==> src/source/loader_pkg.sv <==
// Shared constants for the cartridge loading logic.
// Holds download file-type codes, bus widths, cheat record layout
// and the palette loaded after reset. Modules import it as needed.

`default_nettype none

package loader_pkg;

	////////////////////
	// Download bus
	localparam int ioctl_addr_w = 25;
	localparam int ioctl_data_w = 16;
	localparam int filetype_w   = 8;

	// File types sent by the host
	localparam logic [filetype_w-1:0] ft_cart_gb  = 8'h01;
	localparam logic [filetype_w-1:0] ft_cart_gbc = 8'h41;
	localparam logic [filetype_w-1:0] ft_cart_alt = 8'h80;
	localparam logic [filetype_w-1:0] ft_palette  = 8'h03;
	localparam logic [filetype_w-1:0] ft_cheat    = 8'hFF;

	////////////////////
	// Cheat record, big fields first
	localparam int cheat_code_w      = 128;
	localparam int cheat_flags_lsb   = 96;
	localparam int cheat_addr_lsb    = 64;
	localparam int cheat_cmp_lsb     = 32;
	localparam int cheat_repl_lsb    = 0;
	localparam int cheat_last_offset = 14;

	////////////////////
	// Palette, four 24-bit entries from the top down
	localparam int palette_w   = 128;
	localparam int pal_color_w = 24;
	localparam logic [palette_w-1:0] palette_default = 128'h828214517356305A5F1A3B4900000000;

	////////////////////
	// Backup RAM and disk image
	localparam int sector_index_w  = 8;
	localparam int buff_addr_w     = 8;
	localparam int lba_w           = 32;
	localparam int bk_addr_w       = 17;
	localparam int rtc_timestamp_w = 32;
	localparam int rtc_saved_w     = 48;

endpackage

`default_nettype wire

==> src/source/cheat_code_loader.sv <==
// Builds one cheat record out of eight 16-bit download words.
// Each word lands in the field picked by its byte offset and the valid
// strobe pulses on the clock after the final word of the record.
// gg_reset tells the cheat engine to drop its stored codes.

`default_nettype none

module cheat_code_loader (
	input  logic clk_sys,
	input  logic reset,
	input  logic code_download,
	input  logic cart_download,
	input  logic palette_download,
	input  logic ioctl_wr,
	input  logic [loader_pkg::ioctl_addr_w-1:0] ioctl_addr,
	input  logic [loader_pkg::ioctl_data_w-1:0] ioctl_dout,
	output logic [loader_pkg::cheat_code_w-1:0] gg_code,
	output logic gg_code_valid,
	output logic gg_reset
);
	import loader_pkg::*;

	logic code_wr;
	logic [3:0] word_offset;

	// Offsets 0..14 step through flags, address, compare and replace
	function automatic int field_lsb(input logic [1:0] slot);
		case (slot)
			2'd0: field_lsb = cheat_flags_lsb;
			2'd1: field_lsb = cheat_addr_lsb;
			2'd2: field_lsb = cheat_cmp_lsb;
			default: field_lsb = cheat_repl_lsb;
		endcase
	endfunction

	assign code_wr = code_download && ioctl_wr;
	assign word_offset = ioctl_addr[3:0];

	// Low word of each field first
	always_ff @(posedge clk_sys) begin
		if (code_wr && !word_offset[0]) begin
			gg_code[field_lsb(word_offset[3:2]) + ioctl_data_w*word_offset[1] +: ioctl_data_w]
				<= ioctl_dout;
		end
	end

	always_ff @(posedge clk_sys) begin
		if (reset) begin
			gg_code_valid <= 1'b0;
		end else begin
			gg_code_valid <= code_wr && (word_offset == 4'(cheat_last_offset));
		end
	end

	// Any new cartridge or palette also drops the loaded cheats
	assign gg_reset = (code_wr && ioctl_addr == '0) || cart_download || palette_download;

	valid_single_cycle: assert property (@(posedge clk_sys) disable iff (reset)
		gg_code_valid |=> !gg_code_valid)
		else $error("gg_code_valid held for two cycles");

endmodule

`default_nettype wire

==> src/source/palette_loader.sv <==
// Custom palette register for the LCD.
// A palette download shifts 16-bit words in from the bottom,
// each with its bytes swapped. Reset brings back the default palette.

`default_nettype none

module palette_loader (
	input  logic clk_sys,
	input  logic reset,
	input  logic palette_download,
	input  logic ioctl_wr,
	input  logic [loader_pkg::ioctl_data_w-1:0] ioctl_dout,
	output logic [loader_pkg::pal_color_w-1:0] pal1,
	output logic [loader_pkg::pal_color_w-1:0] pal2,
	output logic [loader_pkg::pal_color_w-1:0] pal3,
	output logic [loader_pkg::pal_color_w-1:0] pal4
);
	import loader_pkg::*;

	logic [palette_w-1:0] palette;

	always_ff @(posedge clk_sys) begin
		if (reset) begin
			palette <= palette_default;
		end else if (palette_download && ioctl_wr) begin
			// File stores the low byte first
			palette <= {palette[palette_w-ioctl_data_w-1:0], ioctl_dout[7:0], ioctl_dout[15:8]};
		end
	end

	// Entries from the top, bottom 32 bits are spare
	assign pal1 = palette[palette_w-1 -: pal_color_w];
	assign pal2 = palette[palette_w-pal_color_w-1 -: pal_color_w];
	assign pal3 = palette[palette_w-2*pal_color_w-1 -: pal_color_w];
	assign pal4 = palette[palette_w-3*pal_color_w-1 -: pal_color_w];

endmodule

`default_nettype wire

==> src/source/fast_forward_latch.sv <==
// Fast-forward button handling.
// A short tap toggles fast-forward on and keeps it latched, a long hold
// only runs fast while the button stays down. The button is ignored
// during downloads and while the menu is open.

`default_nettype none

module fast_forward_latch #(
	parameter int FF_SHORT_PRESS = 3_200_000
) (
	input  logic clk_sys,
	input  logic reset,
	input  logic ff_button,
	input  logic ioctl_download,
	input  logic osd_status,
	output logic fast_forward
);
	localparam int CNT_W = $clog2(FF_SHORT_PRESS + 1);

	logic ff_effective;
	logic last_ff;
	logic ff_latch;
	logic ff_was_held;
	logic [CNT_W-1:0] press_count;

	assign ff_effective = ff_button && !ioctl_download && !osd_status;

	always_ff @(posedge clk_sys) begin
		if (reset) begin
			last_ff      <= 1'b0;
			ff_latch     <= 1'b0;
			ff_was_held  <= 1'b0;
			press_count  <= '0;
			fast_forward <= 1'b0;
		end else begin
			last_ff <= ff_effective;

			// Count stops at the short-press limit
			if (ff_effective && press_count != CNT_W'(FF_SHORT_PRESS))
				press_count <= press_count + 1'b1;

			if (!last_ff && ff_effective) begin
				ff_latch    <= 1'b0;
				press_count <= '0;
			end

			// A second tap turns it back off
			if (last_ff && !ff_effective) begin
				ff_was_held <= 1'b0;
				if (press_count < CNT_W'(FF_SHORT_PRESS) && !ff_was_held) begin
					ff_was_held <= 1'b1;
					ff_latch    <= 1'b1;
				end
			end

			fast_forward <= ff_effective || ff_latch;
		end
	end

endmodule

`default_nettype wire

==> src/source/backup_ram_sequencer.sv <==
// Moves cartridge save RAM to and from the host disk image.
// One request per sector, starting at sector 0. When the cartridge has
// a real-time clock, one extra sector after the RAM holds its state.
// Loads start after a cartridge download or on request, saves on request
// or by autosave when the menu opens after the game wrote its RAM.

`default_nettype none

module backup_ram_sequencer (
	input  logic clk_sys,
	input  logic reset,
	input  logic cart_download,
	input  logic osd_status,
	input  logic load_req,
	input  logic save_req,
	input  logic autosave_en,
	input  logic cart_has_save,
	input  logic img_mounted,
	input  logic img_readonly,
	input  logic [63:0] img_size,
	input  logic [loader_pkg::sector_index_w-1:0] ram_mask_file,
	input  logic rtc_inuse,
	input  logic cram_wr,
	input  logic [loader_pkg::rtc_timestamp_w-1:0] rtc_timestamp,
	input  logic [loader_pkg::rtc_saved_w-1:0] rtc_saved_time,
	input  logic [15:0] bk_q,
	input  logic sd_ack,
	input  logic sd_buff_wr,
	input  logic [loader_pkg::buff_addr_w-1:0] sd_buff_addr,
	output logic [loader_pkg::lba_w-1:0] sd_lba,
	output logic sd_rd,
	output logic sd_wr,
	output logic [15:0] sd_buff_din,
	output logic [loader_pkg::bk_addr_w-1:0] bk_addr,
	output logic bk_wr,
	output logic bk_rtc_wr,
	output logic bk_loading,
	output logic sav_pending,
	output logic sav_supported
);
	import loader_pkg::*;

	logic [sector_index_w-1:0] sector;
	logic in_clock_sector;
	logic last_sector;
	logic bk_ena;
	logic new_load;
	logic bk_state;
	logic old_download;
	logic old_load;
	logic old_save;
	logic old_ack;
	logic bk_load;
	logic bk_save;
	logic download_start;
	logic download_end;

	////////////////////
	// Buffer side

	assign sector          = sd_lba[sector_index_w-1:0];
	assign in_clock_sector = sector > ram_mask_file;
	assign bk_addr         = bk_addr_w'({sector, sd_buff_addr});

	// Clock sector never reaches the save RAM
	assign bk_wr     = sd_buff_wr && sd_ack && !in_clock_sector;
	assign bk_rtc_wr = sd_buff_wr && sd_ack && in_clock_sector;

	always_comb begin
		if (!in_clock_sector) begin
			sd_buff_din = bk_q;
		end else begin
			case (sd_buff_addr)
				8'd0: sd_buff_din = rtc_timestamp[15:0];
				8'd1: sd_buff_din = rtc_timestamp[31:16];
				8'd2: sd_buff_din = rtc_saved_time[15:0];
				8'd3: sd_buff_din = rtc_saved_time[31:16];
				8'd4: sd_buff_din = rtc_saved_time[47:32];
				default: sd_buff_din = 16'hFFFF;
			endcase
		end
	end

	////////////////////
	// Enable and pending flags

	assign sav_supported  = cart_has_save && bk_ena;
	assign download_start = !old_download && cart_download;
	assign download_end   = old_download && !cart_download;
	assign bk_load        = load_req || new_load;
	assign bk_save        = save_req || (sav_pending && osd_status && autosave_en);

	always_ff @(posedge clk_sys) begin
		if (reset) begin
			old_download <= 1'b0;
			bk_ena       <= 1'b0;
			new_load     <= 1'b0;
			sav_pending  <= 1'b0;
		end else begin
			old_download <= cart_download;

			// Image gets mounted before the download finishes
			if (download_start)
				bk_ena <= 1'b0;
			if (cart_download && img_mounted && !img_readonly)
				bk_ena <= 1'b1;

			// Only a non-empty image is loaded after the download
			if (download_end && |img_size && bk_ena)
				new_load <= 1'b1;
			else if (bk_state)
				new_load <= 1'b0;

			if (cram_wr && !osd_status && sav_supported)
				sav_pending <= 1'b1;
			else if (bk_state)
				sav_pending <= 1'b0;
		end
	end

	////////////////////
	// Sector sequencing

	// Clock sector adds one more after the RAM sectors
	assign last_sector = rtc_inuse ? in_clock_sector : (sector >= ram_mask_file);

	always_ff @(posedge clk_sys) begin
		if (reset) begin
			old_load   <= 1'b0;
			old_save   <= 1'b0;
			old_ack    <= 1'b0;
			bk_state   <= 1'b0;
			bk_loading <= 1'b0;
			sd_lba     <= '0;
			sd_rd      <= 1'b0;
			sd_wr      <= 1'b0;
		end else begin
			old_load <= bk_load;
			old_save <= bk_save;
			old_ack  <= sd_ack;

			if (!old_ack && sd_ack) begin
				sd_rd <= 1'b0;
				sd_wr <= 1'b0;
			end

			if (!bk_state) begin
				if (bk_ena && ((!old_load && bk_load) || (!old_save && bk_save))) begin
					bk_state   <= 1'b1;
					bk_loading <= bk_load;
					sd_lba     <= '0;
					sd_rd      <= bk_load;
					sd_wr      <= !bk_load;
				end
			end else if (old_ack && !sd_ack) begin
				if (last_sector) begin
					bk_state   <= 1'b0;
					bk_loading <= 1'b0;
				end else begin
					sd_lba <= sd_lba + 1'b1;
					sd_rd  <= bk_loading;
					sd_wr  <= !bk_loading;
				end
			end
		end
	end

	sd_req_exclusive: assert property (@(posedge clk_sys) disable iff (reset)
		sd_rd |-> !sd_wr)
		else $error("sd_rd and sd_wr raised together");

	bk_wr_exclusive: assert property (@(posedge clk_sys) disable iff (reset)
		bk_wr |-> !bk_rtc_wr)
		else $error("bk_wr and bk_rtc_wr raised together");

endmodule

`default_nettype wire

==> src/source/loader_top.sv <==
// Top of the cartridge-side loading logic.
// Sorts host downloads by file type and feeds the cheat, palette,
// fast-forward and backup RAM units. Also drives core reset and the LED.

`default_nettype none

module loader_top #(
	parameter int FF_SHORT_PRESS = 3_200_000
) (
	input  logic clk_sys,
	input  logic reset,
	input  logic osd_status,
	input  logic ioctl_download,
	input  logic ioctl_wr,
	input  logic [loader_pkg::ioctl_addr_w-1:0] ioctl_addr,
	input  logic [loader_pkg::ioctl_data_w-1:0] ioctl_dout,
	input  logic [loader_pkg::filetype_w-1:0] filetype,
	input  logic ff_button,
	input  logic load_req,
	input  logic save_req,
	input  logic autosave_en,
	input  logic cart_has_save,
	input  logic img_mounted,
	input  logic img_readonly,
	input  logic [63:0] img_size,
	input  logic [loader_pkg::sector_index_w-1:0] ram_mask_file,
	input  logic rtc_inuse,
	input  logic cram_wr,
	input  logic [loader_pkg::rtc_timestamp_w-1:0] rtc_timestamp,
	input  logic [loader_pkg::rtc_saved_w-1:0] rtc_saved_time,
	input  logic [15:0] bk_q,
	input  logic sd_ack,
	input  logic sd_buff_wr,
	input  logic [loader_pkg::buff_addr_w-1:0] sd_buff_addr,
	output logic [loader_pkg::cheat_code_w-1:0] gg_code,
	output logic gg_code_valid,
	output logic gg_reset,
	output logic [loader_pkg::pal_color_w-1:0] pal1,
	output logic [loader_pkg::pal_color_w-1:0] pal2,
	output logic [loader_pkg::pal_color_w-1:0] pal3,
	output logic [loader_pkg::pal_color_w-1:0] pal4,
	output logic fast_forward,
	output logic [loader_pkg::lba_w-1:0] sd_lba,
	output logic sd_rd,
	output logic sd_wr,
	output logic [15:0] sd_buff_din,
	output logic [loader_pkg::bk_addr_w-1:0] bk_addr,
	output logic bk_wr,
	output logic bk_rtc_wr,
	output logic sav_supported,
	output logic core_reset,
	output logic led_user
);
	import loader_pkg::*;

	logic cart_download;
	logic palette_download;
	logic code_download;
	logic bk_loading;
	logic sav_pending;

	////////////////////
	// Download classes
	assign cart_download = ioctl_download &&
		(filetype == ft_cart_gb || filetype == ft_cart_gbc || filetype == ft_cart_alt);
	assign palette_download = ioctl_download && filetype == ft_palette;
	assign code_download    = ioctl_download && filetype == ft_cheat;

	// Core stays in reset while a cartridge or its save is loading
	assign core_reset = reset || cart_download || bk_loading;
	assign led_user   = ioctl_download || sav_pending;

	cheat_code_loader u_cheat (
		.clk_sys(clk_sys), .reset(reset),
		.code_download(code_download), .cart_download(cart_download),
		.palette_download(palette_download), .ioctl_wr(ioctl_wr),
		.ioctl_addr(ioctl_addr), .ioctl_dout(ioctl_dout),
		.gg_code(gg_code), .gg_code_valid(gg_code_valid), .gg_reset(gg_reset)
	);

	palette_loader u_palette (
		.clk_sys(clk_sys), .reset(reset),
		.palette_download(palette_download), .ioctl_wr(ioctl_wr), .ioctl_dout(ioctl_dout),
		.pal1(pal1), .pal2(pal2), .pal3(pal3), .pal4(pal4)
	);

	fast_forward_latch #(
		.FF_SHORT_PRESS(FF_SHORT_PRESS)
	) u_ff (
		.clk_sys(clk_sys), .reset(reset), .ff_button(ff_button),
		.ioctl_download(ioctl_download), .osd_status(osd_status),
		.fast_forward(fast_forward)
	);

	backup_ram_sequencer u_backup (
		.clk_sys(clk_sys), .reset(reset),
		.cart_download(cart_download), .osd_status(osd_status),
		.load_req(load_req), .save_req(save_req), .autosave_en(autosave_en),
		.cart_has_save(cart_has_save), .img_mounted(img_mounted),
		.img_readonly(img_readonly), .img_size(img_size),
		.ram_mask_file(ram_mask_file), .rtc_inuse(rtc_inuse), .cram_wr(cram_wr),
		.rtc_timestamp(rtc_timestamp), .rtc_saved_time(rtc_saved_time), .bk_q(bk_q),
		.sd_ack(sd_ack), .sd_buff_wr(sd_buff_wr), .sd_buff_addr(sd_buff_addr),
		.sd_lba(sd_lba), .sd_rd(sd_rd), .sd_wr(sd_wr), .sd_buff_din(sd_buff_din),
		.bk_addr(bk_addr), .bk_wr(bk_wr), .bk_rtc_wr(bk_rtc_wr),
		.bk_loading(bk_loading), .sav_pending(sav_pending),
		.sav_supported(sav_supported)
	);

endmodule

`default_nettype wire

==> config.mk <==
export PLATFORM = sky130hd
export DESIGN_NAME = loader_top
export DESIGN_NICKNAME = d
export VERILOG_FILES = /design/src/source/loader_pkg.sv /design/src/source/cheat_code_loader.sv /design/src/source/palette_loader.sv /design/src/source/fast_forward_latch.sv /design/src/source/backup_ram_sequencer.sv /design/src/source/loader_top.sv
export SDC_FILE = /design/constraint.sdc
export NUM_CORES = 1
export LEC_CHECK = 0
export BUFFER_PORTS_ARGS = -buffer_cell sky130_fd_sc_hd__buf_2
export CORE_AREA = 4 4 209 211
export DETAILED_ROUTE_END_ITERATION = 12
export DIE_AREA = 0 0 213 215
export HOLD_SLACK_MARGIN = 0.02
export PLACE_DENSITY = 0.58
export SLEW_MARGIN = 20
export SYNTH_ARGS = -nofsm -noshare
export SYNTH_HDL_FRONTEND = slang
export SYNTH_HIERARCHICAL = 1
export SYNTH_SLANG_ARGS = --single-unit
export TNS_END_PERCENT = 100
==> constraint.sdc <==
create_clock -name clk_sys -period 4.5 [get_ports clk_sys]
set_input_delay 0.225 -clock clk_sys [delete_from_list [all_inputs] [get_ports clk_sys]]
set_output_delay 0.225 -clock clk_sys [all_outputs]
set_load 0.05 [all_outputs]
After elaboration in Yosys (flattened, before gate mapping)
Cells that the tools add are included.
{ "classes": {"n_mux": 37, "n_div": 0, "multipliers": 0, "addsub": 4, "n_shift": 2, "eq_ne": 16, "order_cmp": 3, "bitwise": 0, "reduce_logical": 71} }
{ "op_table": {"columns": ["op", "count"], "rows": [
  ["32-bit 2-to-1 mux", 5],
  ["128-bit bitwise mux", 1],
  ["16-bit by 34-bit variable shift with 128-bit output, first input constant", 1],
  ["16-bit by 34-bit indexed part select with 128-bit output", 1],
  ["16-bit case mux with 5 select lines", 1],
  ["64-bit OR reduction", 1],
  ["32-bit negator with 34-bit output", 1],
  ["1-bit logical AND", 33],
  ["32-bit by 1-bit adder with 32-bit output, second input constant", 1],
  ["32-bit by 5-bit adder with 32-bit output", 1],
  ["1-bit 2-to-1 mux", 28],
  ["25-bit logical NOT", 1],
  ["8-bit by 2-bit == test with 1-bit output, second input constant", 3],
  ["22-bit by 1-bit adder with 22-bit output, second input constant", 1],
  ["22-bit < comparator, second input constant", 1],
  ["22-bit inequality test, second input constant", 1],
  ["7-bit case mux with 3 select lines", 1],
  ["8-bit by 1-bit == test with 1-bit output, second input constant", 2],
  ["8-bit == test, second input constant", 2],
  ["1-bit logical NOT", 16],
  ["16-bit 2-to-1 mux", 1],
  ["1-bit logical OR", 11],
  ["8-bit by 3-bit == test with 1-bit output, second input constant", 1],
  ["8-bit by 7-bit == test with 1-bit output, second input constant", 1],
  ["12 further kinds", 17]
]} }
{ "totals": {"memories": 0, "latchBits": 0, "romBits": 0, "output_inout_bits": 299, "input_bits": 241, "ramBits": 0, "word_cells": 153, "regBits": 326} }

Logic depth before layout (Yosys ltp)
Gate-level depths: netlist (run 1).
{ "depth": {"ltp_word": 9, "depth_mapped": 11, "ltp_nobuf": 8} }

Hierarchy
The synthesis (run 1) kept the hierarchy.
{ "modules_own_cells": {"columns": ["module", "seq_area_each_um2", "instances", "cells_each", "area_each_um2"], "rows": [
  ["palette_loader", 2562.5, 1, 567, 5723.0],
  ["cheat_code_loader", 3863.7, 1, 334, 4964.8],
  ["backup_ram_sequencer", 860.8, 1, 437, 3467.1],
  ["fast_forward_latch", 520.5, 1, 164, 1353.8],
  ["loader_top", 0.0, 1, 12, 92.6]
]} }

Least setup slack after synthesis (run 1)
OpenSTA, ideal clock, no wires.
{ "synth_timing": {"kind": "in2reg", "startpoint": "input port ioctl_addr[1] (netlist bit)", "endpoint": "register u_cheat/gg_code[0] (netlist bit), enable pin", "path_stages": 8, "setup_ns": 0.430, "setup_slack_ns": 0.813, "t_arrival_ns": 3.257, "required_time_ns": 4.070, "n_path_buf": 3, "cell_sequence": "clkbuf_1 inv_1 ha_1 ha_1 buf_2 nand2b_1 clkbuf_1 nor4_1"} }
{ "synth_rtl": {"columns": ["element", "line", "text"], "rows": [
  ["start, declared", "loader_top.sv:15", "input logic [loader_pkg::ioctl_addr_w-1:0] ioctl_addr,"],
  ["end, declared", "cheat_code_loader.sv:17", "output logic [loader_pkg::cheat_code_w-1:0] gg_code,"]
]} }

Worst setup path after layout (run 1)
{ "layout_timing": {"startpoint": "register u_backup/sd_lba[7] (netlist bit)", "endpoint": "output port sd_buff_din[5]"} }
{ "layout_between": {"elab_chain_len": 2} }
{ "layout_lines": {"columns": ["element", "line", "text"], "rows": [
  ["start, declared", "backup_ram_sequencer.sv:30", "output logic [loader_pkg::lba_w-1:0] sd_lba,"],
  ["start signal, assigned", "backup_ram_sequencer.sv:160", "sd_lba <= sd_lba + 1'b1;"],
  ["8-bit > comparator", "backup_ram_sequencer.sv:62", "assign in_clock_sector = sector > ram_mask_file;"],
  ["16-bit 2-to-1 mux", "backup_ram_sequencer.sv:70", "if (!in_clock_sector) begin"],
  ["end, declared", "loader_top.sv:46", "output logic [15:0] sd_buff_din,"]
]} }
No other way between the ends.

==> results.py, run 1 <==
metrics = {
    "power_and_ir_drop": {
        "swShare_pct": 22.9,
        "pwr-share-comb_pct": 7.0,
        "power.internal_w": 0.00498,
        "clkPwrFrac_pct": 45.5,
        "ir_drop_v": 0.000236,
        "cellLeakagePower_nw": 7.20,
        "p_seq_share_pct": 47.4,
        "powerDensity_nw_per_um2": 338,
        "p_sw_w": 0.00148,
    },
    "timing": {
        "tns_ps": 0,
        "relSlewSlack_pct": 45.5,
        "rsz0062_at_grt": "no",
        "achievable-frequency_ghz": 0.296,
        "worstMarginPinSlew_ps": 814,
        "finalCriticalPeriod_ps": 3380,
        "hold_viol": 0,
        "fin_ws_ps": 1120,
        "skew_ps": 17.4,
        "finalSetupViolCount": 0,
        "fin_crit_sh_pct": 75.0,
        "slew_violations": 0,
    },
    "cells_and_area": {
        "layout.nets": 2169,
        "finalNonFillerCells": 2484,
        "final_util_pct": 45.7,
        "fill_cells": 3954,
        "final_cell_mix": "buf_2, dfxtp_1, edfxtp_1",
        "layout_commonest_cell": "buf_2",
        "multi_input_area_um2": 6360,
        "area_growth_pct": 22.3,
        "layout-drive-gt1-share_pct": 35.2,
        "seq_area_um2": 7810,
    },
    "clocking": {
        "insertion_delay_ps": 520,
        "clk_pin_slew_ps": 60,
        "h-tree-depth": 2,
        "cts_tree": "yes",
        "cts_made_buffers": 37,
        "cts_root_buf": "clkbuf_16",
        "clock-sinks": 326,
        "clk_path_buf_depth": 3,
    },
    "grt": {
        "grt_pass1_vias": 12800,
        "grtUsageTotal_pct": 22.1,
        "antenna_found_initial": 8,
        "grt_max_degree": 83,
        "overflow": 0,
        "grt_pass1_wl_mm": 78.3,
    },
    "logic_synthesis": {
        "yosysSeqAreaShare_pct": 50.0,
        "netlist_instances": 1514,
        "syn_nets": 1771,
        "synth_ff_type": "dfxtp_1",
        "synth_seq_cells": 326,
        "yosys_warnings": 6,
        "syn_area_per_cell_um2": 10.3,
        "syn-cell-area_um2": 15600,
        "synth_async_sr_flop_share_pct": 0,
        "synth_edf_count": 128,
        "ys_types": 82,
    },
    "route": {
        "dr_total_vias": 13100,
        "dr.pass1.iters": 8,
        "drtAntennaViolNets": 0,
        "first_iter_violations": 946,
        "route.final.wire_length_mm": 53.8,
        "avgViaCountPerCell": 5.26,
        "wl_per_cell_um": 21.7,
        "route.detailed.drc": 0,
    },
    "die": {
        "ios": 540,
        "rows": 75,
        "die_w_um": 213,
        "die_area_um2": 45800,
        "start_util_pct": 37.4,
        "design.core.area_um2": 41800,
        "die_h_um": 215,
    },
    "worst_setup_path": {
        "cp.required_ps": 4280,
        "crit_path_frequent_cell": "o21a_1",
        "cp_cell_sequence": "ha_1 > and4_1 > o21a_1 > a2bb2oi_2 > o21a_1 > a21oi_1 > buf_2",
        "end_kind": "output pin",
        "r2r_slack_ps": 1780,
        "crit_family": "compound AO/OA/AOI/OAI gates",
        "cpMaxStageDelayCell": "o21a_1",
        "cp_max_fo": 16,
        "reg2reg_depth": 6,
        "max_stage_delay_ps": 610,
        "startpoint_type": "flop",
        "r2r_end": "u_backup/sd_lba[30]",
        "crit_type": "flop to output pin",
        "critPathCapture": "sd_buff_din[5]",
        "cp_num_cells": 7,
        "startpoint": "u_backup/sd_lba[7]",
        "cp_data_arrival_time_ps": 3150,
        "cp_num_buf_inv": 1,
        "reg2reg_from": "u_backup/sd_lba[0]",
    },
    "place": {
        "place_ws_ps": 1140,
        "hpwlAfterDp_mm": 40.5,
        "port-buffer-count": 538,
        "gp_congestion": 1.01,
        "dp_cells": 2404,
    },
    "hold_path": {
        "min_path_type": "input port to flop",
        "holdCritStartpoint": "osd_status",
    },
    "run_status": {
        "status": "completed",
    },
    "flow_run": {
        "cap_violations": 0,
    },
}
worst min-delay path by stage:
stage	end	slack [ps]	depth (start not counted)
floorplan	u_cheat/gg_code_valid	300	1
global placement	u_ff/ff_latch	440	2
detailed placement	u_palette/palette[127]	450	1
CTS	u_backup/sav_pending	20	3
global route	u_backup/sav_pending	50	3
finish	u_backup/sav_pending	50	3
power groups by stage:
stage	combinational (W)	clock (W)	sequential (W)
floorplan	0.000244	0	0.00313
global placement	0.000446	0	0.00313
detailed placement	0.000449	0	0.00313
CTS	0.000457	0.00303	0.00306
global route	0.000488	0.00315	0.00306
finish	0.000454	0.00294	0.00306
sequential cells by signal (all words and copies together) (netlist names), 22 cells and up:
signal / flops
u_cheat/gg_code: 128
u_palette/palette: 128
u_backup/sd_lba: 32
u_ff/press_count: 22
worst reg2reg max path: stages, from the launching register on:
cell,delay [ps]
dfxtp_1,520
ha_1,240
and3_2,230
nand4_1,490
or3_4,610
or4_1,410
a21oi_1,150
cells in the mapped netlist, types with 37 or more instances:
| cell | instances | area, µm² |
|---|---|---|
| a21oi_1 | 65 | 325 |
| and2_1 | 69 | 432 |
| and3_1 | 37 | 231 |
| buf_4 | 127 | 953 |
| clkbuf_1 | 37 | 139 |
| dfxtp_1 | 198 | 3960 |
| edfxtp_1 | 128 | 3840 |
| mux2i_1 | 62 | 621 |
| nand2_1 | 69 | 259 |
| nand2b_1 | 81 | 507 |
| nor2_1 | 119 | 447 |
| o21ai_0 | 50 | 250 |
through the flow:
stage | cell area [µm²] | total power [W] | hold WS, ps
global placement | 17800 | 0.00357 | 440
floorplan | 15600 | 0.00337 | 302
CTS | 19100 | 0.00655 | 22.4
finish | 19100 | 0.00646 | 48.6
global route | 19100 | 0.00670 | 51.2
detailed placement | 17800 | 0.00358 | 449
per-layer routing:
layer / global-route usage, % / vias to the layer above / wire [µm] / share of wire, %
met2: 42.4 / 509 / 28900 / 54
li1: - / 6191 / - / -
met1: 23.3 / 6272 / 19100 / 36
met4: 9.00 / 0 / 2340 / 4.3
met3: 4.20 / 82 / 3440 / 6.4
met5: 0 / - / 0 / 0
area by class of cell:
cell class | instances | share of cell area (%)
Inverter | 29 | 0.570
Clock buffer | 51 | 5.51
Multi-Input combinational cell | 950 | 33.3
Sequential cell | 326 | 40.9
Antenna cell | 5 | 0.0656
Timing Repair Buffer | 568 | 15.4
Tap cell | 539 | 3.53
Clock inverter | 16 | 0.688
kinds of logic after synthesis:
| logic type | after synthesis | share of synthesized area [%] |
|---|---|---|
| and+or+nand+nor | 591 | 21.8 |
| DFF | 326 | 50.0 |
| AOI/OAI and AO/OA | 258 | 11.9 |
| buffers and inverters | 238 | 9.48 |
| muxes | 78 | 5.13 |
| adders and majority gates | 16 | 1.28 |
| xor gates and xnor gates | 6 | 0.337 |
| other | 1 | 0.0240 |
what timing repair did:
item | CTS | global route
gates resized for setup | 0 | 0
setup buffers | 0 | 0
endpoints found under the hold margin | 6 | 0
hold buffers | 8 | 0
Power figures use the tool's default switching activity.
==> run 2: changes to the inputs <==
--- a/config.mk
+++ b/config.mk
@@ -5,12 +5,13 @@
 export SDC_FILE = /design/constraint.sdc
 export NUM_CORES = 1
 export LEC_CHECK = 0
+export ABC_AREA = 1
 export BUFFER_PORTS_ARGS = -buffer_cell sky130_fd_sc_hd__buf_2
-export CORE_AREA = 4 4 209 211
+export CORE_MARGIN = 4
+export CORE_UTILIZATION = 40
 export DETAILED_ROUTE_END_ITERATION = 12
-export DIE_AREA = 0 0 213 215
 export HOLD_SLACK_MARGIN = 0.02
-export PLACE_DENSITY = 0.58
+export PLACE_DENSITY = 0.64
 export SLEW_MARGIN = 20
 export SYNTH_ARGS = -nofsm -noshare
 export SYNTH_HDL_FRONTEND = slang
==> constraint.sdc (replaced) <==
create_clock -name clk_sys -period 3 [get_ports clk_sys]
set_input_delay 0.15 -clock clk_sys [delete_from_list [all_inputs] [get_ports clk_sys]]
set_output_delay 0.15 -clock clk_sys [all_outputs]
set_load 0.05 [all_outputs]
==> run 2 against run 1 <==
Compared with the run above:
- utilization grew 4.3 points
- sequential share of layout area shrank 3.0 points
- global-route usage grew 1.7 points
- highest routed layer unchanged
- via count grew 21%
- largest cell class unchanged
==> results.py, run 2 <==
metrics = {
    "run_status": {
        "status": "completed",
    },
    "route": {
        "wl_per_cell_um": 17.5,
        "route.final.wire_length_mm": 57.0,
        "first_iter_violations": 1117,
        "route.detailed.drc": 0,
        "avgViaCountPerCell": 4.85,
        "dr.pass1.iters": 5,
        "dr_total_vias": 15800,
        "drtAntennaViolNets": 0,
    },
    "grt": {
        "antenna_found_initial": 3,
        "grt_use_met1_pct": 28.0,
        "overflow": 0,
        "grtUsageTotal_pct": 23.8,
        "busiest_layer": "met2",
        "grt_pass1_wl_mm": 84.1,
        "grt_max_degree": 83,
        "met2_usage_pct": 42.8,
        "use_met3_pct": 4.03,
        "grt_pass1_vias": 15000,
    },
    "timing": {
        "finalCriticalPeriod_ps": 2820,
        "achievable-frequency_ghz": 0.355,
        "fin_crit_sh_pct": 93.9,
        "slew_violations": 0,
        "hold_viol": 0,
        "tns_ps": 0,
        "skew_ps": 19.1,
        "relSlewSlack_pct": 52.8,
        "rsz0062_at_grt": "no",
        "fin_ws_ps": 184,
        "finalSetupViolCount": 0,
        "worstMarginPinSlew_ps": 708,
        "whs_ps": 44.6,
    },
    "clocking": {
        "cts_tree": "yes",
        "postCtsSetupBuffers": 0,
        "h-tree-depth": 2,
        "clk_pin_slew_ps": 60,
        "cts_made_buffers": 36,
        "clock-sinks": 326,
        "cts_root_buf": "clkbuf_16",
        "clk_path_buf_depth": 3,
        "insertion_delay_ps": 540,
    },
    "cells_and_area": {
        "area_growth_pct": 22.5,
        "layout-drive-gt1-share_pct": 25.5,
        "layout.nets": 2958,
        "design_area_um2": 20600,
        "layout_commonest_cell": "buf_2",
        "final_cell_mix": "buf_2, nor2_1, nand2_1",
    },
    "logic_synthesis": {
        "synthTopCellsByCount": "nor2_1, nand2_1, inv_1",
        "yosys_warnings": 6,
        "synth_edf_count": 128,
        "yosysTopAreaCellShare_pct": 23.6,
        "netlist_instances": 2276,
        "synth_area_leaders": "dfxtp_1, edfxtp_1, nor2_1",
        "yosysSeqAreaShare_pct": 46.4,
        "ys_types": 47,
        "syn-cell-area_um2": 16800,
        "synth_seq_cells": 326,
        "yosysMostFrequentCell": "nor2_1",
        "syn_nets": 2533,
        "synth_ff_type": "dfxtp_1",
        "yosys.area.top_type": "dfxtp_1",
        "syn_area_per_cell_um2": 7.39,
        "synth_async_sr_flop_share_pct": 0,
    },
    "place": {
        "hpwlAfterDp_mm": 43.7,
        "placed_area_um2": 19200,
        "port-buffer-count": 538,
        "gp_congestion": 0.986,
        "place_ws_ps": 452,
    },
    "worst_setup_path": {
        "max_stage_delay_ps": 380,
        "cp.required_ps": 2850,
        "cp_max_fo": 10,
        "reg2reg_from": "u_backup/sd_lba[5]",
        "startpoint_type": "flop",
        "end_kind": "output pin",
        "cp_cell_sequence": "ha_1 > nand2_1 > nor2_1 > nand2_1 > nand2_1 > nand2_1 > inv_2 > nor2_1 > a31oi_1 > buf_2",
        "crit_type": "flop to output pin",
        "startpoint": "u_backup/sd_lba[5]",
        "cp_data_arrival_time_ps": 2670,
        "cpMaxStageDelayCell": "dfxtp_1",
        "crit_path_frequent_cell": "nand2_1",
    },
    "die": {
        "design.core.area_um2": 41200,
        "die_area_um2": 45400,
        "rows": 74,
        "die_h_um": 213,
        "ios": 540,
        "start_util_pct": 40.8,
        "die_w_um": 213,
    },
    "flow_run": {
        "cap_violations": 0,
    },
    "power_and_ir_drop": {
        "cellLeakagePower_nw": 9.53,
        "ir_drop_v": 0.000313,
        "powerDensity_nw_per_um2": 475,
    },
    "hold_path": {
        "min_path_type": "input port to flop",
        "holdCritStartpoint": "ioctl_dout[8]",
    },
}
[run 2: changes by cell type in the layout (fill, tap and decap cells not counted), sizes merged, moves of 29 or more]
cell | before | now
nand2 | 70 | 478
nor3 | 16 | 45
nand3 | 36 | 225
and2 | 71 | 0
nor2 | 119 | 548
nand2b | 81 | 0
mux2i | 62 | 0
nor4 | 32 | 1
a211o | 35 | 0
inv | 30 | 252
and3 | 40 | 0
[run 2: stage by stage]
| step | power [W] | util (%) | instances |
|---|---|---|---|
| after floorplan | 0.00510 | - | 2276 |
| after global placement | 0.00542 | 46.5 | 3172 |
| after detailed placement | 0.00543 | 46.5 | 3172 |
| after CTS | 0.00990 | 50.0 | 3261 |
| after global routing | 0.0101 | 50.0 | 3263 |
| final | 0.00979 | 50.0 | 3263 |
[run 2: power by group]
group          leakage (nW)  switching [W]  internal, W
logic                  6.46       0.000520     0.000240
clock network         0.573        0.00185      0.00258
registers              2.50     0.00000573      0.00459
[run 2: worst paths after layout]
| path | endpoint | slack [ps] | depth (start not counted) |
|---|---|---|---|
| worst min register to register | u_ff/fast_forward | 460 | 2 |
| worst max-delay path | sd_buff_din[8] | 180 | 10 |
| worst max register to register | u_backup/sd_lba[20] | 810 | 9 |
| worst min-delay path | u_palette/palette[0] | 40 | 3 |
[run 2: kinds of logic (layout without fill, tap and decap cells)]
| family | count (synthesis) | after routing | synth area share (%) |
|---|---|---|---|
| and+or+nand+nor | 1343 | 1343 | 33.8 |
| buffers and inverters | 465 | 918 | 14.1 |
| DFF | 326 | 326 | 46.4 |
| AOI/OAI and AO/OA | 109 | 109 | 3.66 |
| adders and majority gates | 16 | 16 | 1.19 |
| xor gates and xnor gates | 16 | 16 | 0.834 |
| other | 1 | 3 | 0.0223 |
[run 2: repair_timing]
action | CTS | global route
pin swaps | 0 | 0
resized for setup | 1 | 3
endpoints found under the hold margin | 28 | 0
hold buffers | 23 | 0
gates cloned | 0 | 0
endpoints found under the setup margin | 1 | 16
[run 2: layer usage]
layer,vias to the layer above,wire (µm)
li1,7906,-
met3,90,3770
met1,7191,22000
met2,627,28800
met5,-,0
met4,0,2440
[run 2: worst max-delay path: cells and delay by family, from the launching register on]
kind	cells	cell delay [ps]
simple gates	6	530
buf+inv	2	510
flops	1	380
compound gates	1	380
fa+ha+maj	1	320
[run 2: final cells by class]
cell class                      count  area [µm²]
Sequential cell                   326        7810
Timing Repair Buffer              601        3290
Inverter                          251         950
Tap cell                          532         666
Multi-Input combinational cell   1485        6690
Fill cell                        4051       20600
Antenna cell                        2        5.00
Clock buffer                       46         970
Clock inverter                     20         211
